[config.mk]
export PLATFORM = sky130hd
export DESIGN_NAME = scan_sequencer_flat
export DESIGN_NICKNAME = d
export VERILOG_FILES = /design/src/design/led_panel_pkg.sv /design/src/design/led_panel_if.sv /design/src/design/scan_sequencer.sv /design/src/flat_wrapper.sv
export VERILOG_INCLUDE_DIRS = /design/src /design/src/design
export SDC_FILE = /design/constraint.sdc
export NUM_CORES = 1
export LEC_CHECK = 0
export ABC_AREA = 1
export BUFFER_PORTS_ARGS = -buffer_cell sky130_fd_sc_hd__buf_2
export CELL_PAD_IN_SITES_DETAIL_PLACEMENT = 0
export CELL_PAD_IN_SITES_GLOBAL_PLACEMENT = 1
export CORE_UTILIZATION = 25
export DETAILED_ROUTE_END_ITERATION = 10
export GPL_ROUTABILITY_DRIVEN = 0
export HOLD_SLACK_MARGIN = 0.03
export PLACE_DENSITY_LB_ADDON = 0.3
export SLEW_MARGIN = 20
export SYNTH_ARGS = -nofsm -noshare
export SYNTH_HDL_FRONTEND = slang
export SYNTH_SLANG_ARGS = --single-unit
[constraint.sdc]
create_clock -name clk -period 1.55 [get_ports clk]
set_clock_uncertainty 0.1 [all_clocks]
set_input_delay 0.31 -clock clk [delete_from_list [all_inputs] [get_ports clk]]
set_output_delay 0.31 -clock clk [all_outputs]
set_load 0.02 [all_outputs]
[src/design/led_panel_params.svh]
`ifndef LED_PANEL_PARAMS_SVH
`define LED_PANEL_PARAMS_SVH

// panel geometry
`define LP_COLS          64
`define LP_COL_BITS      6
`define LP_ROW_BITS      5     // row pairs, top and bottom half share an address

// scan counter fields
`define LP_SUBFRAME_BITS 8
`define LP_FRAME_BITS    10

// colour channel widths
`define LP_COLOR_BITS    8     // from the pixel source
`define LP_GAMMA_BITS    10    // after gamma expansion

// error memory entries, one per row pair and column
`define LP_CLEAR_COUNT   2048

`endif

[src/design/led_panel_pkg.sv]
`default_nettype none

`include "led_panel_params.svh"

package led_panel_pkg;

    typedef logic [`LP_COL_BITS-1:0] col_t;    // column index
    typedef logic [`LP_ROW_BITS-1:0] row_t;    // row pair address

    // pixel as returned by the source, red in the top byte
    typedef struct packed {
        logic [`LP_COLOR_BITS-1:0] r;
        logic [`LP_COLOR_BITS-1:0] g;
        logic [`LP_COLOR_BITS-1:0] b;
    } rgb24_t;

    typedef struct packed {
        logic [`LP_GAMMA_BITS-1:0] r;
        logic [`LP_GAMMA_BITS-1:0] g;
        logic [`LP_GAMMA_BITS-1:0] b;
    } rgb30_t;

    typedef struct packed {
        logic r;
        logic g;
        logic b;
    } rgb3_t;    // one subframe bit per channel

    typedef enum logic [2:0] {
        wait_clear,    // error memory still clearing
        shift_low,     // data set up, sclk low
        shift_high,    // sclk high, step the scan
        blank,
        latch,
        unblank
    } drv_state_t;

endpackage

`default_nettype wire

[src/design/led_panel_if.sv]
`default_nettype none

`include "led_panel_params.svh"

// scan position, valid pulses once per new position
interface pixel_pos_if;
    logic [`LP_FRAME_BITS-1:0]    frame;
    logic [`LP_SUBFRAME_BITS-1:0] subframe;
    led_panel_pkg::row_t          row;
    led_panel_pkg::col_t          col;
    logic                         valid;

    modport source (output frame, subframe, row, col, valid);
    modport sink   (input  frame, subframe, row, col, valid);
endinterface


`default_nettype wire

[src/design/scan_sequencer.sv]
`default_nettype none

`include "led_panel_params.svh"

module scan_sequencer (
    input  wire logic   clk,
    input  wire logic   ext_reset,
    input  wire logic   step,
    pixel_pos_if.source pos
);

    localparam int count_bits = `LP_FRAME_BITS + `LP_SUBFRAME_BITS
                              + `LP_ROW_BITS + `LP_COL_BITS;
    localparam int wait_bits  = $clog2(`LP_CLEAR_COUNT) + 1;

    logic [count_bits-1:0] count;       // {frame, subframe, row, col}
    logic [wait_bits-1:0]  wait_cnt;
    logic                  primed;
    logic                  valid_q;

    // the first position is only issued once the error memory has been wiped,
    // so its result is not computed against stale memory contents
    assign primed = (wait_cnt == wait_bits'(`LP_CLEAR_COUNT));

    always_ff @(posedge clk or negedge ext_reset) begin
        if (!ext_reset) begin
            count    <= '0;
            wait_cnt <= '0;
            valid_q  <= 1'b0;
        end else begin
            if (!primed) begin
                wait_cnt <= wait_cnt + 1'b1;
            end
            if (step) begin
                count <= count + 1'b1;    // col, row, subframe, frame carry in turn
            end
            valid_q <= step || (wait_cnt == wait_bits'(`LP_CLEAR_COUNT - 1));
        end
    end

    assign {pos.frame, pos.subframe, pos.row, pos.col} = count;
    assign pos.valid = valid_q;

    // the driver needs at least a low and a high phase per column
    a_step_single: assert property (
        @(posedge clk) disable iff (!ext_reset)
        step |=> !step
    ) else $error("step held high for two cycles");

endmodule

`default_nettype wire

[src/flat_wrapper.sv]
// flat-port wrapper written by rule: the top's interface ports become plain ports
module scan_sequencer_flat 
  (clk, ext_reset, step, pos_frame, pos_subframe, pos_row, pos_col, pos_valid);
  pixel_pos_if pos_i ();
  input  wire logic clk;
  input  wire logic ext_reset;
  input  wire logic step;
  output wire logic [$bits(pos_i.frame)-1:0] pos_frame;
  output wire logic [$bits(pos_i.subframe)-1:0] pos_subframe;
  output wire logic [$bits(pos_i.row)-1:0] pos_row;
  output wire logic [$bits(pos_i.col)-1:0] pos_col;
  output wire logic [$bits(pos_i.valid)-1:0] pos_valid;
  assign pos_frame = pos_i.frame;
  assign pos_subframe = pos_i.subframe;
  assign pos_row = pos_i.row;
  assign pos_col = pos_i.col;
  assign pos_valid = pos_i.valid;
  scan_sequencer u_core (.clk(clk), .ext_reset(ext_reset), .step(step), .pos(pos_i));
endmodule
==> reports/results.env <==
GRT_START_MAX_NET_PINS=43
DRIVE_ABOVE_1_SHARE_PCT=28.09
TIMING.CRITICAL_PATH.FANOUT_MAX=5
FP.COREAREA_UM2=8763
DRT-WIRELENGTH-PER-CELL_UM=12.31
MOSTFREQUENTLAYOUTCELLS='sky130_fd_sc_hd__nand2_1 (71), sky130_fd_sc_hd__dfrtp_1 (40), sky130_fd_sc_hd__buf_2 (32), sky130_fd_sc_hd__inv_1 (31), sky130_fd_sc_hd__nor2_1 (23)'
CTS.SINK_COUNT=42
CRITICAL_PATH.ENDPOINT_TYPE='flop'
NUMBER_OF_GLOBAL_ROUTE_VIAS_BEFORE_REPAIR=1845
CTS_TREE='done'
STARTING_UTILIZATION_OF_THE_CORE_AREA_PCT=26.07
STATIC_LEAKAGE_nW=1.449
VDD_DROP_MAX_mV=0.5272
RELSLEWSLACK_PCT=77.23
TIMING.FINAL.CRIT_SHARE_PCT=97.32
FINALNONFILLERCELLS=432
RSZ0062_AT_GRT='yes'
SYNTH-SEQ-CELLS=42
ROUTED-WL-MET3_UM=188
VIAS_PER_INSTANCE=4.296
SETUP-VIOLATIONS-FINAL=0
CTS.CLK_SLEW.WORST_PATHS_NS=0.08
POWER_DENSITY_nW_PER_UM2=951.5
REG2REG_DEPTH=8
DIE_WIDTH_UM=97.60
SYNTH_FP_NETS=272
DRTPASS1ITERATIONS=4
YOSYSSEQAREASHARE_PCT=46.00
FILLER_CELL_COUNT=926
TIMING.RR.START='u_core.count[1]$_DFFE_PN0P_'
WORSTPATHARRIVAL_NS=1.60
YOSYS_WARNINGS=0
PORT_BUFFERS=32
CELL_AT_THE_ROOT_OF_THE_CLOCK_TREE='sky130_fd_sc_hd__clkbuf_8'
YOSYSUNIQUECELLTYPES=26
AREA.GROWTH.SYNTH_TO_FINAL_PCT=26.07
MAXSLEWVIOLCOUNT=0
RUN_STATUS='finished, final reports clean'
DIEAREA_UM2=9525
FP-ROW-COUNT=34
NNETSFINAL=329
DETAIL_ROUTE.WIRELENGTH.MET1_UM=2614
TIMING.SETUP.CRITICAL_PATH_CLASS='flop to flop'
FIN_HOLD_WS_NS=0.1765
POSTROUTEWIRELENGTH_UM=5320
DP_HPWL_UM=4000
DR_TOP_LAYER='met4'
ANTENNADIODECOUNT=0
DPL.CELL_COUNT=417
DIE_HEIGHT_UM=97.60
WORSTSETUPENDPOINT='u_core.count[28]$_DFFE_PN0P_'
FLOORPLAN.IO_PINS=33
MIN-DELAY-PATH-CLASS='primary input to flop'
MET2_WIRELENGTH_UM=2445
GRT.TOTAL_USAGE_PCT=12.22
WORST_PIN_SLEW_NS=0.3397
GR-TOTAL-OVERFLOW=0
TRITONCTS.NUM_BUFFERS=5
CTSLONGESTPATHBUFFERS=2
LAYOUT_MIN_CYCLE_TIME_NS=1.508
GRT_FIRST_PASS_WIRELENGTH_UM=9114
CLK_LATENCY_NS=0.29
MAXCLOCKFREQUENCY_MHz=663.0
REMAINING_DRC_ERRORS=0
WORST_SETUP_PATH_START_KIND='flop'
FINALPOWER_mW=2.740
CTS.HTREE.LEVELS=2
FINALHOLDVIOLATIONS=0
CRITICAL_PATH_REQUIRED_NS=1.64
DRTANTENNAVIOLNETS=0
POST_SYNTH.CELL_AREA_AVG_UM2=8.589
NUMBER_OF_ANTENNA_VIOLATIONS_AT_THE_FIRST_CHECK_IN_GLOBAL_ROUTING=0
TNS_NS=0
DETAILROUTE.VIA_COUNT=1856
WORST_SETUP_PATH_STARTPOINT='u_core.count[1]$_DFFE_PN0P_'
SYN_AREA_UM2=2285
CRITICAL_PATH.REG2REG.ENDPOINT='u_core.count[28]$_DFFE_PN0P_'
CAP_VIOL_MAX_COUNT=0
INITIALDRTVIOLATIONCOUNT=65
NETLIST_INSTANCES=266
RRSETUPSLACK_NS=0.04
MOSTFREQUENTLAYOUTCELL='sky130_fd_sc_hd__nand2_1'
flip-flops by register name (all words and copies together), names as in the netlist:
register	count
u_core.wait_cnt	12
u_core.pos.valid	1
u_core.count	29
layer usage:
layer | global-route usage [%] | vias up
li1 | - | 944
met1 | 16.06 | 871
met2 | 19.69 | 34
met3 | 2.878 | 7
met4 | 4.072 | 0
met5 | 0 | -
cells in the mapped netlist:
| cell type | n | area, um2 |
|---|---|---|
| sky130_fd_sc_hd__a21oi_1 | 1 | 5.000 |
| sky130_fd_sc_hd__o21ai_0 | 6 | 30.03 |
| sky130_fd_sc_hd__nor3_2 | 2 | 20.02 |
| sky130_fd_sc_hd__nor2_8 | 2 | 40.04 |
| sky130_fd_sc_hd__xor2_1 | 16 | 140.1 |
| sky130_fd_sc_hd__nor2_2 | 3 | 18.77 |
| sky130_fd_sc_hd__ha_1 | 3 | 37.54 |
| sky130_fd_sc_hd__and2_1 | 1 | 6.260 |
| sky130_fd_sc_hd__xnor2_2 | 1 | 16.27 |
| sky130_fd_sc_hd__inv_1 | 32 | 120.1 |
| sky130_fd_sc_hd__nand3b_1 | 8 | 60.06 |
| sky130_fd_sc_hd__nor3_1 | 1 | 5.000 |
| sky130_fd_sc_hd__dfrtp_1 | 42 | 1051 |
| sky130_fd_sc_hd__nand2_2 | 2 | 12.51 |
| sky130_fd_sc_hd__nor2_4 | 6 | 67.56 |
| sky130_fd_sc_hd__nand2_1 | 73 | 274.0 |
| sky130_fd_sc_hd__nand4_1 | 7 | 43.79 |
| sky130_fd_sc_hd__nand2_4 | 2 | 22.52 |
| sky130_fd_sc_hd__nand3b_4 | 1 | 20.02 |
| sky130_fd_sc_hd__nor2_1 | 28 | 105.1 |
| sky130_fd_sc_hd__and3_1 | 1 | 6.260 |
| sky130_fd_sc_hd__xnor2_1 | 8 | 70.07 |
| sky130_fd_sc_hd__and2_0 | 1 | 6.260 |
| sky130_fd_sc_hd__nand3_4 | 1 | 17.52 |
| sky130_fd_sc_hd__nand3_1 | 17 | 85.08 |
| sky130_fd_sc_hd__inv_2 | 1 | 3.750 |
critical path: stages (launching register included):
cell and delay (ns):
sky130_fd_sc_hd__dfrtp_1 0.40, sky130_fd_sc_hd__ha_2 0.21, sky130_fd_sc_hd__nand2_4 0.06, sky130_fd_sc_hd__nor2_4 0.15, sky130_fd_sc_hd__nand3b_4 0.15, sky130_fd_sc_hd__nor2_4 0.17
sky130_fd_sc_hd__nand2_1 0.08, sky130_fd_sc_hd__nand2_1 0.06, sky130_fd_sc_hd__nand2_1 0.04
power breakdown:
part / total [mW] / switching [mW] / internal, mW
logic: 0.632 / 0.393 / 0.239
clock network: 0.841 / 0.391 / 0.450
registers: 1.27 / 0.0783 / 1.19
total: 2.74 / 0.862 / 1.88
metrics by stage:
stage                     instance area (um2)  setup WS, ns  utilization [%]
after floorplan                          2285       0.02311                -
after global placement                   2675       0.02323            30.53
after detailed placement                 2675       0.03794            30.53
after CTS                                2795       0.02506            31.90
after global routing                     2880      -0.06791            32.87
final                                    2880       0.04160            32.87
what timing repair did:
action	in CTS	in global routing
hold endpoints to repair	42	0
setup endpoints to repair	0	16
hold buffers	1	0
gates resized for setup	0	14
buffers inserted	0	6
logic make-up (layout without fill, tap and decap cells):
logic type                 count (synthesis)  count (layout)  share of synthesized area, %
xor gates and xnor gates                  25              25                         9.912
and+or+nand+nor                          156             156                         35.49
buffers and inverters                     33              91                         5.422
DFF                                       42              42                         46.00
AOI/OAI and AO/OA                          7               7                         1.533
adders and majority gates                  3               3                         1.643
area by class of cell:
cell class	count	area (um2)	area share (%)
Timing Repair Buffer	50	310.3	10.77
Clock buffer	8	110.1	3.823
Inverter	33	123.9	4.301
Tap cell	108	135.1	4.692
Sequential cell	42	1054	36.58
Multi-Input combinational cell	191	1147	39.83
how the worst min path moves through the flow:
stage,to,depth (start not counted),from
final,u_core.count[0]$_DFFE_PN0P_,2,step
after global routing,u_core.count[0]$_DFFE_PN0P_,2,step
after CTS,u_core.count[0]$_DFFE_PN0P_,2,step
after detailed placement,u_core.count[8]$_DFFE_PN0P_,2,ext_reset
after global placement,u_core.count[23]$_DFFE_PN0P_,2,ext_reset
after floorplan,u_core.count[0]$_DFFE_PN0P_,0,ext_reset
Note: power is estimated with default switching activity, not from simulation.
