### src/design/led_panel_params.svh
`ifndef LED_PANEL_PARAMS_SVH
`define LED_PANEL_PARAMS_SVH

// panel geometry
`define LP_COLS          64
`define LP_COL_BITS      6
`define LP_ROW_BITS      5     // row pairs, top and bottom half share an address

// scan counter fields
`define LP_SUBFRAME_BITS 8
`define LP_FRAME_BITS    10

// colour channel widths
`define LP_COLOR_BITS    8     // from the pixel source
`define LP_GAMMA_BITS    10    // after gamma expansion

// error memory entries, one per row pair and column
`define LP_CLEAR_COUNT   2048

`endif

### src/design/led_panel_pkg.sv
`default_nettype none

`include "led_panel_params.svh"

package led_panel_pkg;

    typedef logic [`LP_COL_BITS-1:0] col_t;    // column index
    typedef logic [`LP_ROW_BITS-1:0] row_t;    // row pair address

    // pixel as returned by the source, red in the top byte
    typedef struct packed {
        logic [`LP_COLOR_BITS-1:0] r;
        logic [`LP_COLOR_BITS-1:0] g;
        logic [`LP_COLOR_BITS-1:0] b;
    } rgb24_t;

    typedef struct packed {
        logic [`LP_GAMMA_BITS-1:0] r;
        logic [`LP_GAMMA_BITS-1:0] g;
        logic [`LP_GAMMA_BITS-1:0] b;
    } rgb30_t;

    typedef struct packed {
        logic r;
        logic g;
        logic b;
    } rgb3_t;    // one subframe bit per channel

    typedef enum logic [2:0] {
        wait_clear,    // error memory still clearing
        shift_low,     // data set up, sclk low
        shift_high,    // sclk high, step the scan
        blank,
        latch,
        unblank
    } drv_state_t;

endpackage

`default_nettype wire

### src/design/panel_driver.sv
`default_nettype none

`include "led_panel_params.svh"

module panel_driver (
    input  wire logic                 clk,
    input  wire logic                 ext_reset,
    input  wire logic                 mem_ready,
    input  wire led_panel_pkg::rgb3_t bits_top,
    input  wire led_panel_pkg::rgb3_t bits_bottom,
    input  wire led_panel_pkg::row_t  bits_row,
    input  wire logic                 bits_valid,
    output logic                      step,
    output led_panel_pkg::rgb3_t      panel_rgb_top,
    output led_panel_pkg::rgb3_t      panel_rgb_bottom,
    output led_panel_pkg::row_t       panel_addr,
    output logic                      panel_blank,
    output logic                      panel_latch,
    output logic                      panel_sclk
);

    led_panel_pkg::drv_state_t state;
    led_panel_pkg::col_t       col_cnt;      // columns shifted in this row
    led_panel_pkg::rgb3_t      hold_top;
    led_panel_pkg::rgb3_t      hold_bottom;
    led_panel_pkg::row_t       hold_row;
    led_panel_pkg::row_t       last_row;     // row that goes out on the next latch
    logic                      hold_full;
    logic                      take;

    // one column buffer, so a result arriving outside shift_low is kept
    assign take = (state == led_panel_pkg::shift_low) && hold_full;

    always_ff @(posedge clk) begin
        if (bits_valid) begin
            hold_top    <= bits_top;
            hold_bottom <= bits_bottom;
            hold_row    <= bits_row;
        end
    end

    always_ff @(posedge clk) begin
        if (take) begin
            panel_rgb_top    <= hold_top;
            panel_rgb_bottom <= hold_bottom;
            last_row         <= hold_row;
        end
    end

    always_ff @(posedge clk or negedge ext_reset) begin
        if (!ext_reset) begin
            state       <= led_panel_pkg::wait_clear;
            col_cnt     <= '0;
            hold_full   <= 1'b0;
            step        <= 1'b0;
            panel_addr  <= '0;
            panel_blank <= 1'b1;    // dark until the first row is latched
            panel_latch <= 1'b0;
            panel_sclk  <= 1'b0;
        end else begin
            hold_full <= bits_valid | (hold_full & ~take);
            step      <= 1'b0;
            case (state)
                led_panel_pkg::wait_clear: begin
                    if (mem_ready) begin
                        state <= led_panel_pkg::shift_low;
                    end
                end
                led_panel_pkg::shift_low: begin
                    panel_sclk <= 1'b0;
                    if (hold_full) begin
                        state <= led_panel_pkg::shift_high;
                    end
                end
                led_panel_pkg::shift_high: begin
                    panel_sclk <= 1'b1;    // data was set up a cycle earlier
                    step       <= 1'b1;
                    col_cnt    <= col_cnt + 1'b1;
                    if (col_cnt == led_panel_pkg::col_t'(`LP_COLS - 1)) begin
                        state <= led_panel_pkg::blank;
                    end else begin
                        state <= led_panel_pkg::shift_low;
                    end
                end
                led_panel_pkg::blank: begin
                    panel_sclk  <= 1'b0;
                    panel_blank <= 1'b1;
                    state       <= led_panel_pkg::latch;
                end
                led_panel_pkg::latch: begin
                    panel_latch <= 1'b1;
                    state       <= led_panel_pkg::unblank;
                end
                led_panel_pkg::unblank: begin
                    panel_latch <= 1'b0;
                    panel_blank <= 1'b0;
                    panel_addr  <= last_row;    // new row shows with fresh data
                    state       <= led_panel_pkg::shift_low;
                end
                default: begin
                    state <= led_panel_pkg::wait_clear;
                end
            endcase
        end
    end

    // blank has to be up before latch and stay up through it
    a_latch_blanked: assert property (
        @(posedge clk) disable iff (!ext_reset)
        panel_latch |-> panel_blank && $past(panel_blank)
    ) else $error("latch outside blanking");

endmodule

`default_nettype wire

### config.mk
export PLATFORM = sky130hd
export DESIGN_NAME = panel_driver
export DESIGN_NICKNAME = d
export VERILOG_FILES = /design/src/design/led_panel_pkg.sv /design/src/design/panel_driver.sv
export VERILOG_INCLUDE_DIRS = /design/src /design/src/design
export SDC_FILE = /design/constraint.sdc
export NUM_CORES = 1
export LEC_CHECK = 0
export ABC_AREA = 1
export ABC_CLOCK_PERIOD_IN_PS = 5100
export BUFFER_PORTS_ARGS = -buffer_cell sky130_fd_sc_hd__buf_2
export CORE_MARGIN = 2
export CORE_UTILIZATION = 42
export DETAILED_ROUTE_END_ITERATION = 16
export GPL_TIMING_DRIVEN = 0
export PLACE_DENSITY = 0.67
export RECOVER_POWER = 50
export SLEW_MARGIN = 20
export SYNTH_ARGS = -nofsm -noshare
export SYNTH_HDL_FRONTEND = slang
export SYNTH_SLANG_ARGS = --single-unit
### constraint.sdc
create_clock -name clk -period 5.1 [get_ports clk]
set_input_delay 0.765 -clock clk [delete_from_list [all_inputs] [get_ports clk]]
set_output_delay 0.765 -clock clk [all_outputs]
set_load 0.02 [all_outputs]
==> reports/results.txt, run 1 <==
Result of the run: finished clean
Register area share after synthesis: 74.9%
Most common cell after layout, fill and taps aside: nand2_1
Post-DR wirelength/cell: 10.7 um
Worst Hold Class: reg -> reg
Unique masters post-synth: 21
GRT overflow: 0
Worst-Skew Late Latency: 0.34 ns
Number of failing hold endpoints at the final stage: 0
Post-CTS Hold Buffers: 0
Port bufs: 29
Hold-critical path endpoint: last_row[3]$_DFFE_PP_
Number of nets with antenna violations after routing: 0
Number of max-cap violations: 0
Start point of the worst min-delay path: hold_row[3]$_DFFE_PP_
Average via count per standard cell: 4.48
Fin Hold WS: 0.430 ns
Post-synthesis async set-or-reset flop share: 46.3%
First-pass DRT Iterations: 4
Cell-by-cell listing of the critical path: inv_2 -> nor2_4 -> nand2_1 -> nor2_1
Area post-placement: 1720 sq um
CP max FO: 11
Relative slew margins: 31.8%
Slew of the pin with the lowest slew margin: 1.02 ns
Area growth from synthesis to layout: 18.5%
Data arrival at the endpoint of the critical path: 1.82 ns
Total Neg Setup Slack: 0 ns
Total number of nets in the final design: 174
Max Transition Viols Final: 0
Reg2Reg Launch Point: state[0]$_DFFE_PN0P_
Total number of vias: 918
Row cnt: 21
Final Cycle Share: 36.1%
Number of enable flip-flop cells after synthesis: 22
DRC errors left: 0
Final wirelength: 2.19 mm
Layout cell share with drive strength beyond 1: 27.7%
Max rail drop VDD: 0.206 mV
DIE AREA: 4110 sq um
Worst Clk Skew: 0.00440 ns
Number of buffers created by CTS: 5
Initial standard-cell utilization of the core: 44.4%
Core Region: 3420 sq um
Fmax achieved: 0.543 GHz
Clock transition time at the flip-flop clock pins of the worst setup and hold paths: 0.11 ns
Class of the most critical setup path: reg -> reg
Placer Congestion: 0.771
I/O pin cnt: 30
Horizontal extent of the die: 64.1 um
Post-synthesis average cell area: 12.4 sq um
Net count after synthesis: 138
Element type at the critical path start: flop
Post-route minimum period: 1.84 ns
Flip-flop and latch count after synthesis: 41
Static power due to leakage: 0.850 nW
Number of clock sinks: 41
Yosys warnings: 0
DRC marker count from the first detailed-route iteration: 41
Hold Path Depth: 0
Required time reported for the critical path endpoint: 5.08 ns
FF-to-FF setup slack: 3.26 ns
Post-Synthesis Cell Area: 1520 sq um
Cells resized by post-CTS repair: 0
Number of failing setup endpoints in the final timing report: 0
Maximum number of pins on one net before global-route repair: 20
Clock tree from TritonCTS: done
Maximum cell stage delay along the critical path: 0.66 ns
Root buffer selected by CTS: clkbuf_4
Detailed-placement wirelength estimate: 1.61 mm
Via count of the first global-routing pass: 895
Antenna cells: 0
CP endpoint kind: flop
Reg2Reg Depth: 4
Setup repair after global routing missed its margin: false
Primary FF master, synth: edfxtp_1
Post-route cell area: 1800 sq um
Commonest cells after routing, fill and taps aside: 45 x nand2_1, 27 x buf_2, 22 x edfxtp_1, 18 x dfrtp_1, 7 x inv_1
Worst-path cell with the longest stage delay: nor2_1
Worst reg2reg endpoint: last_row[0]$_DFFE_PP_
H-tree levels: 2
Wire length of the first global-routing pass: 3.86 mm
GRT Util Overall: 12.5%
Max clock buf depth: 2
DIE HEIGHT: 64.1 um
Areal power density over the cells: 574 nW/um^2
Initial antenna violation count: 0
Number of cells produced by synthesis: 122
Setup bufs post-CTS: 0
layer usage:
metal / part of all wire, % / vias to the layer above / wire length (um) / GRT usage [%]
met5: 0 / - / 0 / 0
met4: 0.64 / 0 / 14 / 4.79
met3: 5.6 / 3 / 123 / 4.75
met2: 48 / 25 / 1050 / 20.2
met1: 46 / 421 / 1000 / 15.3
li1: - / 469 / - / -
cells by family after synthesis:
group / Yosys count / share of synthesized area (%)
and+or+nand+nor: 60 / 17.4
DFF: 41 / 74.9
buffers and inverters: 11 / 3.05
AOI/OAI and AO/OA: 7 / 2.64
xor gates and xnor gates: 2 / 1.15
adders and majority gates: 1 / 0.824
worst max-delay path: cells and delay by family, from the launching register on:
family	cells	cell delay (ns)
flops	1	0.48
buf+inv	1	0.10
simple gates	3	0.91
stage by stage:
step	power [W]	std cells	setup WS, ns	utilization (%)
after floorplan	0.000742	122	3.50	-
after global placement	0.000825	197	3.31	50.4
after detailed placement	0.000840	197	3.26	50.4
after CTS	0.00105	205	3.23	52.7
after global routing	0.00111	205	3.08	52.6
final	0.00103	205	3.26	52.6
how the worst max path moves through the flow:
stage,startpoint,end,slack (ns),cells past startpoint
finish,state[0]$_DFFE_PN0P_,last_row[0]$_DFFE_PP_,3.26,4
CTS,state[0]$_DFFE_PN0P_,last_row[1]$_DFFE_PP_,3.23,4
detailed placement,state[0]$_DFFE_PN0P_,last_row[1]$_DFFE_PP_,3.26,4
floorplan,state[0]$_DFFE_PN0P_,last_row[0]$_DFFE_PP_,3.50,4
global placement,state[0]$_DFFE_PN0P_,panel_rgb_bottom[2]$_DFFE_PP_,3.31,4
global route,state[0]$_DFFE_PN0P_,last_row[0]$_DFFE_PP_,3.08,4
power by group:
group	total [W]	switching (W)	leakage, nW	internal (W)
clock network	0.000205	0.000100	0.0424	0.000104
logic	0.000304	0.000204	0.358	0.0000992
registers	0.000523	0.0000598	0.450	0.000464
synthesized netlist by cell type (all sizes together), types with 3 or more instances:
master,count,area (sq um)
edfxtp,22,661
o21ai,4,20.0
nor2,8,45.0
nand2,48,198
nand3,3,15.0
dfrtp,18,450
inv,10,37.5
state kept, by name, indices dropped and copies added (netlist names):
| register | cells |
|---|---|
| col_cnt | 6 |
| hold_bottom | 3 |
| hold_full | 1 |
| hold_row | 5 |
| hold_top | 3 |
| last_row | 5 |
| panel_addr | 5 |
| panel_blank | 1 |
| panel_latch | 1 |
| panel_rgb_bottom | 3 |
| panel_rgb_top | 3 |
| panel_sclk | 1 |
| state | 3 |
| step | 1 |
cell type report:
| class | count | area (sq um) |
|---|---|---|
| Clock buffer | 6 | 41.3 |
| Tap cell | 46 | 57.6 |
| Inverter | 11 | 46.3 |
| Fill cell | 309 | 1620 |
| Sequential cell | 41 | 1140 |
| Timing Repair Buffer | 29 | 143 |
| Multi-Input combinational cell | 70 | 334 |
| Clock inverter | 2 | 38.8 |
No activity file was read; power rests on OpenSTA's default activity.
==> run 2, diff against run 1 <==
--- a/config.mk
+++ b/config.mk
@@ -7,7 +7,7 @@
 export NUM_CORES = 1
 export LEC_CHECK = 0
 export ABC_AREA = 1
-export ABC_CLOCK_PERIOD_IN_PS = 5100
+export ABC_CLOCK_PERIOD_IN_PS = 1800
 export BUFFER_PORTS_ARGS = -buffer_cell sky130_fd_sc_hd__buf_2
 export CORE_MARGIN = 2
 export CORE_UTILIZATION = 42
==> constraint.sdc (replaced) <==
create_clock -name clk -period 1.8 [get_ports clk]
set_input_delay 0.27 -clock clk [delete_from_list [all_inputs] [get_ports clk]]
set_output_delay 0.27 -clock clk [all_outputs]
set_load 0.02 [all_outputs]
==> run 2 against run 1 <==
  * Maximum frequency is 13% higher
  * Register-to-register slack worse by 3.1 ns
  * Utilization is 0.37 points higher
  * Cell count rose by 0.49%
  * Sequential power grew to 2.8 times the previous value
  * Clock power rose to 2.8 times the previous value
  * Via count decreased by 0.22%
  * Non-clock buffer count increased by 1
  * Final area grew 0.70%
  * Global-route usage is the same
  * Critical path type unchanged
  * Largest cell class unchanged
  * Largest power group unchanged
==> reports/results.txt, run 2 (synthesized netlist as in run 1, its figures left out) <==
Setup bufs post-CTS: 0 (unchanged)
Antenna cells: 0 (unchanged)
Required time reported for the critical path endpoint: 1.79 ns (-3.29 ns)
Initial antenna violation count: 0 (unchanged)
Detailed-placement wirelength estimate: 1.61 mm (unchanged)
Slew of the pin with the lowest slew margin: 1.05 ns (+0.0266 ns)
Post-route met1 wirelength: 1.02 mm (+1.5%)
Final Cycle Share: 90.3% (+54 points)
I/O pin cnt: 30 (unchanged)
Commonest cells after routing, fill and taps aside: 45 x nand2_1, 27 x buf_2, 22 x edfxtp_1, 18 x dfrtp_1, 7 x inv_1
Port bufs: 29 (unchanged)
CP max FO: 11 (unchanged)
Core Region: 3420 sq um (unchanged)
Number of clock sinks: 41 (unchanged)
Setup repair after global routing missed its margin: false
Number of failing setup endpoints in the final timing report: 0 (unchanged)
Maximum number of pins on one net before global-route repair: 20 (unchanged)
Critical path buffers and inverters: 1 (unchanged)
Fin Hold WS: 0.0971 ns (-0.333 ns)
Max Transition Viols Final: 0 (unchanged)
Placer Congestion: 0.771 (unchanged)
Via count of the first global-routing pass: 895 (unchanged)
GRT overflow: 0 (unchanged)
CP endpoint kind: flop
Maximum cell stage delay along the critical path: 0.48 ns (-0.18 ns)
Total number of vias: 916 (-0.22%)
Count of non-filler cells in the finished layout: 206 (+0.49%)
Wire length of the first global-routing pass: 3.86 mm (unchanged)
GRT Util Overall: 12.5% (unchanged)
Worst Hold Class: in -> reg
Largest delay contributor family on the critical path: simple AND/OR/NAND/NOR gates
Area growth from synthesis to layout: 19.3%
Horizontal extent of the die: 64.1 um (unchanged)
Average via count per standard cell: 4.45 (-0.70%)
Number of buffers created by CTS: 5 (unchanged)
Max clock buf depth: 2 (unchanged)
Number of max-cap violations: 0 (unchanged)
DIE HEIGHT: 64.1 um (unchanged)
DRC marker count from the first detailed-route iteration: 71 (+73%)
Worst-Skew Late Latency: 0.34 ns (about the same)
Static power due to leakage: 0.855 nW (+0.48%)
Register bank with the most flops: col_cnt
Root buffer selected by CTS: clkbuf_4
# fillers: 310 (+0.32%)
Post-route minimum period: 1.62 ns (-0.219 ns)
Max rail drop VDD: 0.583 mV (+180%)
Result of the run: finished clean
Fmax achieved: 0.616 GHz (+13%)
Total Neg Setup Slack: 0 ns (unchanged)
Relative slew margins: 30.0% (-1.8 points)
Wire length on met3: 124 um (+0.81%)
Class of the most critical setup path: reg -> reg
Most common cell after layout, fill and taps aside: nand2_1
Row cnt: 21 (unchanged)
Data arrival at the endpoint of the critical path: 1.61 ns (-0.21 ns)
First-pass DRT Iterations: 4 (unchanged)
Number of failing hold endpoints at the final stage: 0 (unchanged)
Final wirelength: 2.21 mm (+0.87%)
DIE AREA: 4110 sq um (unchanged)
Worst-path cell with the longest stage delay: dfrtp_1
Total length of routed met2 wires: 1.05 mm (+0.29%)
Post-DR wirelength/cell: 10.7 um (+0.38%)
DR top layer: met4
Clock transition time at the flip-flop clock pins of the worst setup and hold paths: 0.12 ns (about the same)
H-tree levels: 2 (unchanged)
Clock tree from TritonCTS: done
Worst Clk Skew: 0.00440 ns (+0.0000000300 ns)
Initial standard-cell utilization of the core: 44.4% (unchanged)
Placed instance count: 197 (unchanged)
Max FFs per register: 6 (unchanged)
Element type at the critical path start: flop
Areal power density over the cells: 1620 nW/um^2 (+180%)
DRC errors left: 0 (unchanged)
Cell-by-cell listing of the critical path: inv_2 -> nor2_4 -> nand2_1 -> nor2_2
Number of nets with antenna violations after routing: 0 (unchanged)
Core utilization of the finished layout: 53.0% (+0.37 points)
Total number of nets in the final design: 175 (+0.57%)
Layout cell share with drive strength beyond 1: 28.1% (+0.45 points)
## run 2: timing repair
action,CTS,global route
gates resized for setup,1,0
endpoints found under the hold margin,18,0
hold buffers,1,0
setup endpoints to repair,11,0
## run 2: final timing paths
path / start / endpoint / slack, ns / cells after the start
worst min register to register: hold_row[3]$_DFFE_PP_ / last_row[3]$_DFFE_PP_ / 0.43 / 0
min in group asynchronous: ext_reset / col_cnt[1]$_DFFE_PN0P_ / 0.62 / 2
max in group asynchronous: ext_reset / panel_sclk$_DFFE_PN0P_ / 0.55 / 2
worst min-delay path: bits_top[1] / hold_top[1]$_DFFE_PP_ / 0.1 / 1
worst max register to register: state[0]$_DFFE_PN0P_ / last_row[0]$_DFFE_PP_ / 0.18 / 4
worst max-delay path: state[0]$_DFFE_PN0P_ / last_row[0]$_DFFE_PP_ / 0.18 / 4
## run 2: per-layer routing
metal / track usage [%] / vias up
met1: 15.3 / 418
met3: 4.75 / 3
li1: - / 470
met5: 0 / -
met4: 4.79 / 0
met2: 20.2 / 25
## run 2: worst register-to-register path, cell delays in order (launching register included)
cell	delay, ns
dfrtp_1	0.48
inv_2	0.10
nor2_4	0.14
nand2_1	0.12
nor2_2	0.44
## run 2: area by class of cell
type                    count  area [sq um]  area share [%]
inverters                  11          46.3            2.56
multi-input cells          70           337            18.6
clock inverters             2          38.8            2.14
clock buffers               6          41.3            2.28
flip-flops and latches     41          1140            62.8
well taps                  46          57.6            3.18
repair buffers             30           153            8.43
## run 2: report_power, final
| part | switching (W) | internal (W) |
|---|---|---|
| combinational | 0.000584 | 0.000285 |
| sequential | 0.000169 | 0.00131 |
| clock | 0.000284 | 0.000296 |
| total | 0.00104 | 0.00189 |
## run 2: through the flow
step	setup WS [ns]	area [sq um]	power, W
6_report	0.175	1810	0.00293
5_1_grt	0.0399	1810	0.00314
4_1_cts	0.162	1810	0.00297
3_5_place_dp	-0.0385	1720	0.00238
3_3_place_gp	0.0113	1720	0.00234
2_1_floorplan	0.198	1520	0.00210
==> run 3, diff against run 2 <==
--- a/config.mk
+++ b/config.mk
@@ -11,8 +11,8 @@
 export BUFFER_PORTS_ARGS = -buffer_cell sky130_fd_sc_hd__buf_2
 export CORE_MARGIN = 2
 export CORE_UTILIZATION = 42
+export CTS_BUF_LIST = sky130_fd_sc_hd__clkbuf_8
 export DETAILED_ROUTE_END_ITERATION = 16
-export GPL_TIMING_DRIVEN = 0
 export PLACE_DENSITY = 0.67
 export RECOVER_POWER = 50
 export SLEW_MARGIN = 20
==> run 3 against run 2 <==
  * Sequential share of layout area decreased by 0.43 points
  * Utilization grew 0.37 points
  * First-iteration DRC count up 18%
  * Combinational power rose by 0.6%
  * Cell count grew 0.49%
  * Routed wire length increased by 2.7%
  * Setup slack improved by 0.23 ns
  * Critical path depth rose by 1
  * Global-route usage increased by 0.33 points
  * Hold slack improved by 0.056 ns
  * Final area increased by 0.69%
  * Total power is 0.21% lower
==> reports/results.txt, run 3 (synthesized netlist as in run 1, its figures left out) <==
Commonest cells after routing, fill and taps aside: 45 x nand2_1, 27 x buf_2, 22 x edfxtp_1, 18 x dfrtp_1, 8 x inv_1
Clock tree from TritonCTS: done
GRT overflow: 0 (unchanged)
Max rail drop VDD: 0.633 mV (+8.6%)
Final wirelength: 2.27 mm (+2.7%)
Element type at the critical path start: flop
Clock transition time at the flip-flop clock pins of the worst setup and hold paths: 0.08 ns (-0.04 ns)
Max clock buf depth: 2 (unchanged)
DRC errors left: 0 (unchanged)
# fillers: 306 (-1.3%)
Post-route minimum period: 1.40 ns (-0.226 ns)
Setup bufs post-CTS: 0 (unchanged)
Layout cell share with drive strength beyond 1: 28.0% (-0.17 points)
Internal portion of total power: 0.00188 W (-0.62%)
Start point of the critical path: state[0]$_DFFE_PN0P_
Post-DR wirelength/cell: 10.9 um (+2.2%)
Number of failing setup endpoints in the final timing report: 0 (unchanged)
Initial antenna violation count: 0 (unchanged)
Class of the most critical setup path: reg -> reg
Number of clock sinks: 41 (unchanged)
Required time reported for the critical path endpoint: 1.80 ns (about the same)
Core utilization of the finished layout: 53.4% (+0.37 points)
Total number of vias: 930 (+1.5%)
Maximum number of pins on one net before global-route repair: 20 (unchanged)
Port bufs: 29 (unchanged)
Number of buffers created by CTS: 5 (unchanged)
Worst Clk Skew: 0.00597 ns (+0.00156 ns)
Final total power: 0.00292 W (-0.21%)
Areal power density over the cells: 1600 nW/um^2 (-0.90%)
Core Region: 3420 sq um (unchanged)
Number of max-cap violations: 0 (unchanged)
CP max FO: 11 (unchanged)
First-pass DRT Iterations: 5 (+1)
Total Neg Setup Slack: 0 ns (unchanged)
Max FFs per register: 6 (unchanged)
Root buffer selected by CTS: clkbuf_8
Net switching power: 0.00104 W (+0.53%)
DIE AREA: 4110 sq um (unchanged)
Data arrival at the endpoint of the critical path: 1.39 ns (-0.22 ns)
Number of failing hold endpoints at the final stage: 0 (unchanged)
DRC marker count from the first detailed-route iteration: 84 (+18%)
Slew of the pin with the lowest slew margin: 1.00 ns (-0.0472 ns)
Antenna cells: 0 (unchanged)
GRT Util Overall: 12.8% (+0.33 points)
Wire length of the first global-routing pass: 3.85 mm (-0.36%)
Register bank with the most flops: col_cnt
Via count of the first global-routing pass: 892 (-0.34%)
Maximum cell stage delay along the critical path: 0.46 ns (-0.02 ns)
Final Cycle Share: 77.7% (-13 points)
Worst Hold Class: in -> reg
Number of nets with antenna violations after routing: 0 (unchanged)
Reg2Reg Launch Point: state[0]$_DFFE_PN0P_
Setup repair after global routing missed its margin: false
Area growth from synthesis to layout: 20.1%
Average via count per standard cell: 4.49 (+1.0%)
Sw Ratio: 35.7% (+0.26 points)
Cells resized by post-CTS repair: 0 (-1)
Clk network pwr share: 19.4% (-0.4 points)
Multi-input gate area: 334 sq um (-0.74%)
Horizontal extent of the die: 64.1 um (unchanged)
Worst-path cell with the longest stage delay: dfrtp_1
Comb pwr share: 29.9% (+0.2 points)
Post-CTS Hold Buffers: 1 (unchanged)
Max Transition Viols Final: 0 (unchanged)
Initial standard-cell utilization of the core: 44.4% (unchanged)
Largest delay contributor family on the critical path: flip-flops
Relative slew margins: 33.1% (+3.1 points)
Fmax achieved: 0.715 GHz (+16%)
Most common cell after layout, fill and taps aside: nand2_1
H-tree levels: 2 (unchanged)
Total number of nets in the final design: 176 (+0.57%)
Area used by sequential logic in the layout: 1140 sq um (unchanged)
Critical path buffers and inverters: 2 (+1)
Row cnt: 21 (unchanged)
Placer Congestion: 0.767 (-0.58%)
I/O pin cnt: 30 (unchanged)
Result of the run: finished clean
DIE HEIGHT: 64.1 um (unchanged)
Share of power burned in registers: 50.7% (about the same)
Cell-by-cell listing of the critical path: inv_2 -> nor2_4 -> nand2_1 -> nor2_1 -> buf_4
Detailed-placement wirelength estimate: 1.67 mm (+3.7%)
Static power due to leakage: 0.859 nW (+0.51%)
Start point of the worst min-delay path: bits_top[0]
CP endpoint kind: flop
Worst-Skew Late Latency: 0.29 ns (-0.05 ns)
[run 3: power by group through the flow]
stage	Clock (W)	Combinational (W)	Sequential, W
6_report	0.000568	0.000874	0.00148
2_1_floorplan	0	0.000452	0.00165
3_3_place_gp	0	0.000861	0.00149
5_1_grt	0.000630	0.000993	0.00152
4_1_cts	0.000589	0.000891	0.00149
3_5_place_dp	0	0.000884	0.00150
[run 3: worst register-to-register path, cell delays in order, from the launching register on]
cell     delay (ns)
dfrtp_1        0.46
inv_2          0.09
nor2_4         0.14
nand2_1        0.12
nor2_1         0.10
buf_4          0.19
[run 3: through the flow]
stage | hold slack [ns] | cells | instance area (sq um) | setup slack (ns)
final | 0.153 | 207 | 1820 | 0.402
after global routing | 0.133 | 207 | 1820 | 0.261
after CTS | 0.142 | 207 | 1830 | 0.404
after detailed placement | 0.234 | 198 | 1730 | 0.431
after global placement | 0.220 | 198 | 1730 | 0.469
after floorplan | -0.0256 | 122 | 1520 | 0.198
[run 3: final cells by class]
class	instances	share of cell area (%)
multi-input combinational	70	18.3
tap	46	3.16
clock buffer	5	3.77
clock inverter	3	1.03
inverter	11	2.54
sequential	41	62.4
timing repair buffer	31	8.79
[run 3: layer usage]
layer  GRT usage, %  vias to the layer above  routed length (um)  share of wire (%)
li1               -                      472                   -                  -
met5              0                        -                   0                  0
met1           15.1                      423                 955                 42
met2           20.3                       31                1100                 49
met4           6.38                        0                  44                1.9
met3           5.28                        4                 167                7.4
[run 3: path summary, 6_finish.rpt]
path	cells after the start	slack, ns	to
min reg2reg	0	0.42	last_row[2]$_DFFE_PP_
max in group asynchronous	2	0.53	panel_addr[2]$_DFFE_PN0P_
min in group asynchronous	2	0.66	col_cnt[3]$_DFFE_PN0P_
max	5	0.40	last_row[0]$_DFFE_PP_
max reg2reg	5	0.40	last_row[0]$_DFFE_PP_
min	1	0.15	hold_top[0]$_DFFE_PP_
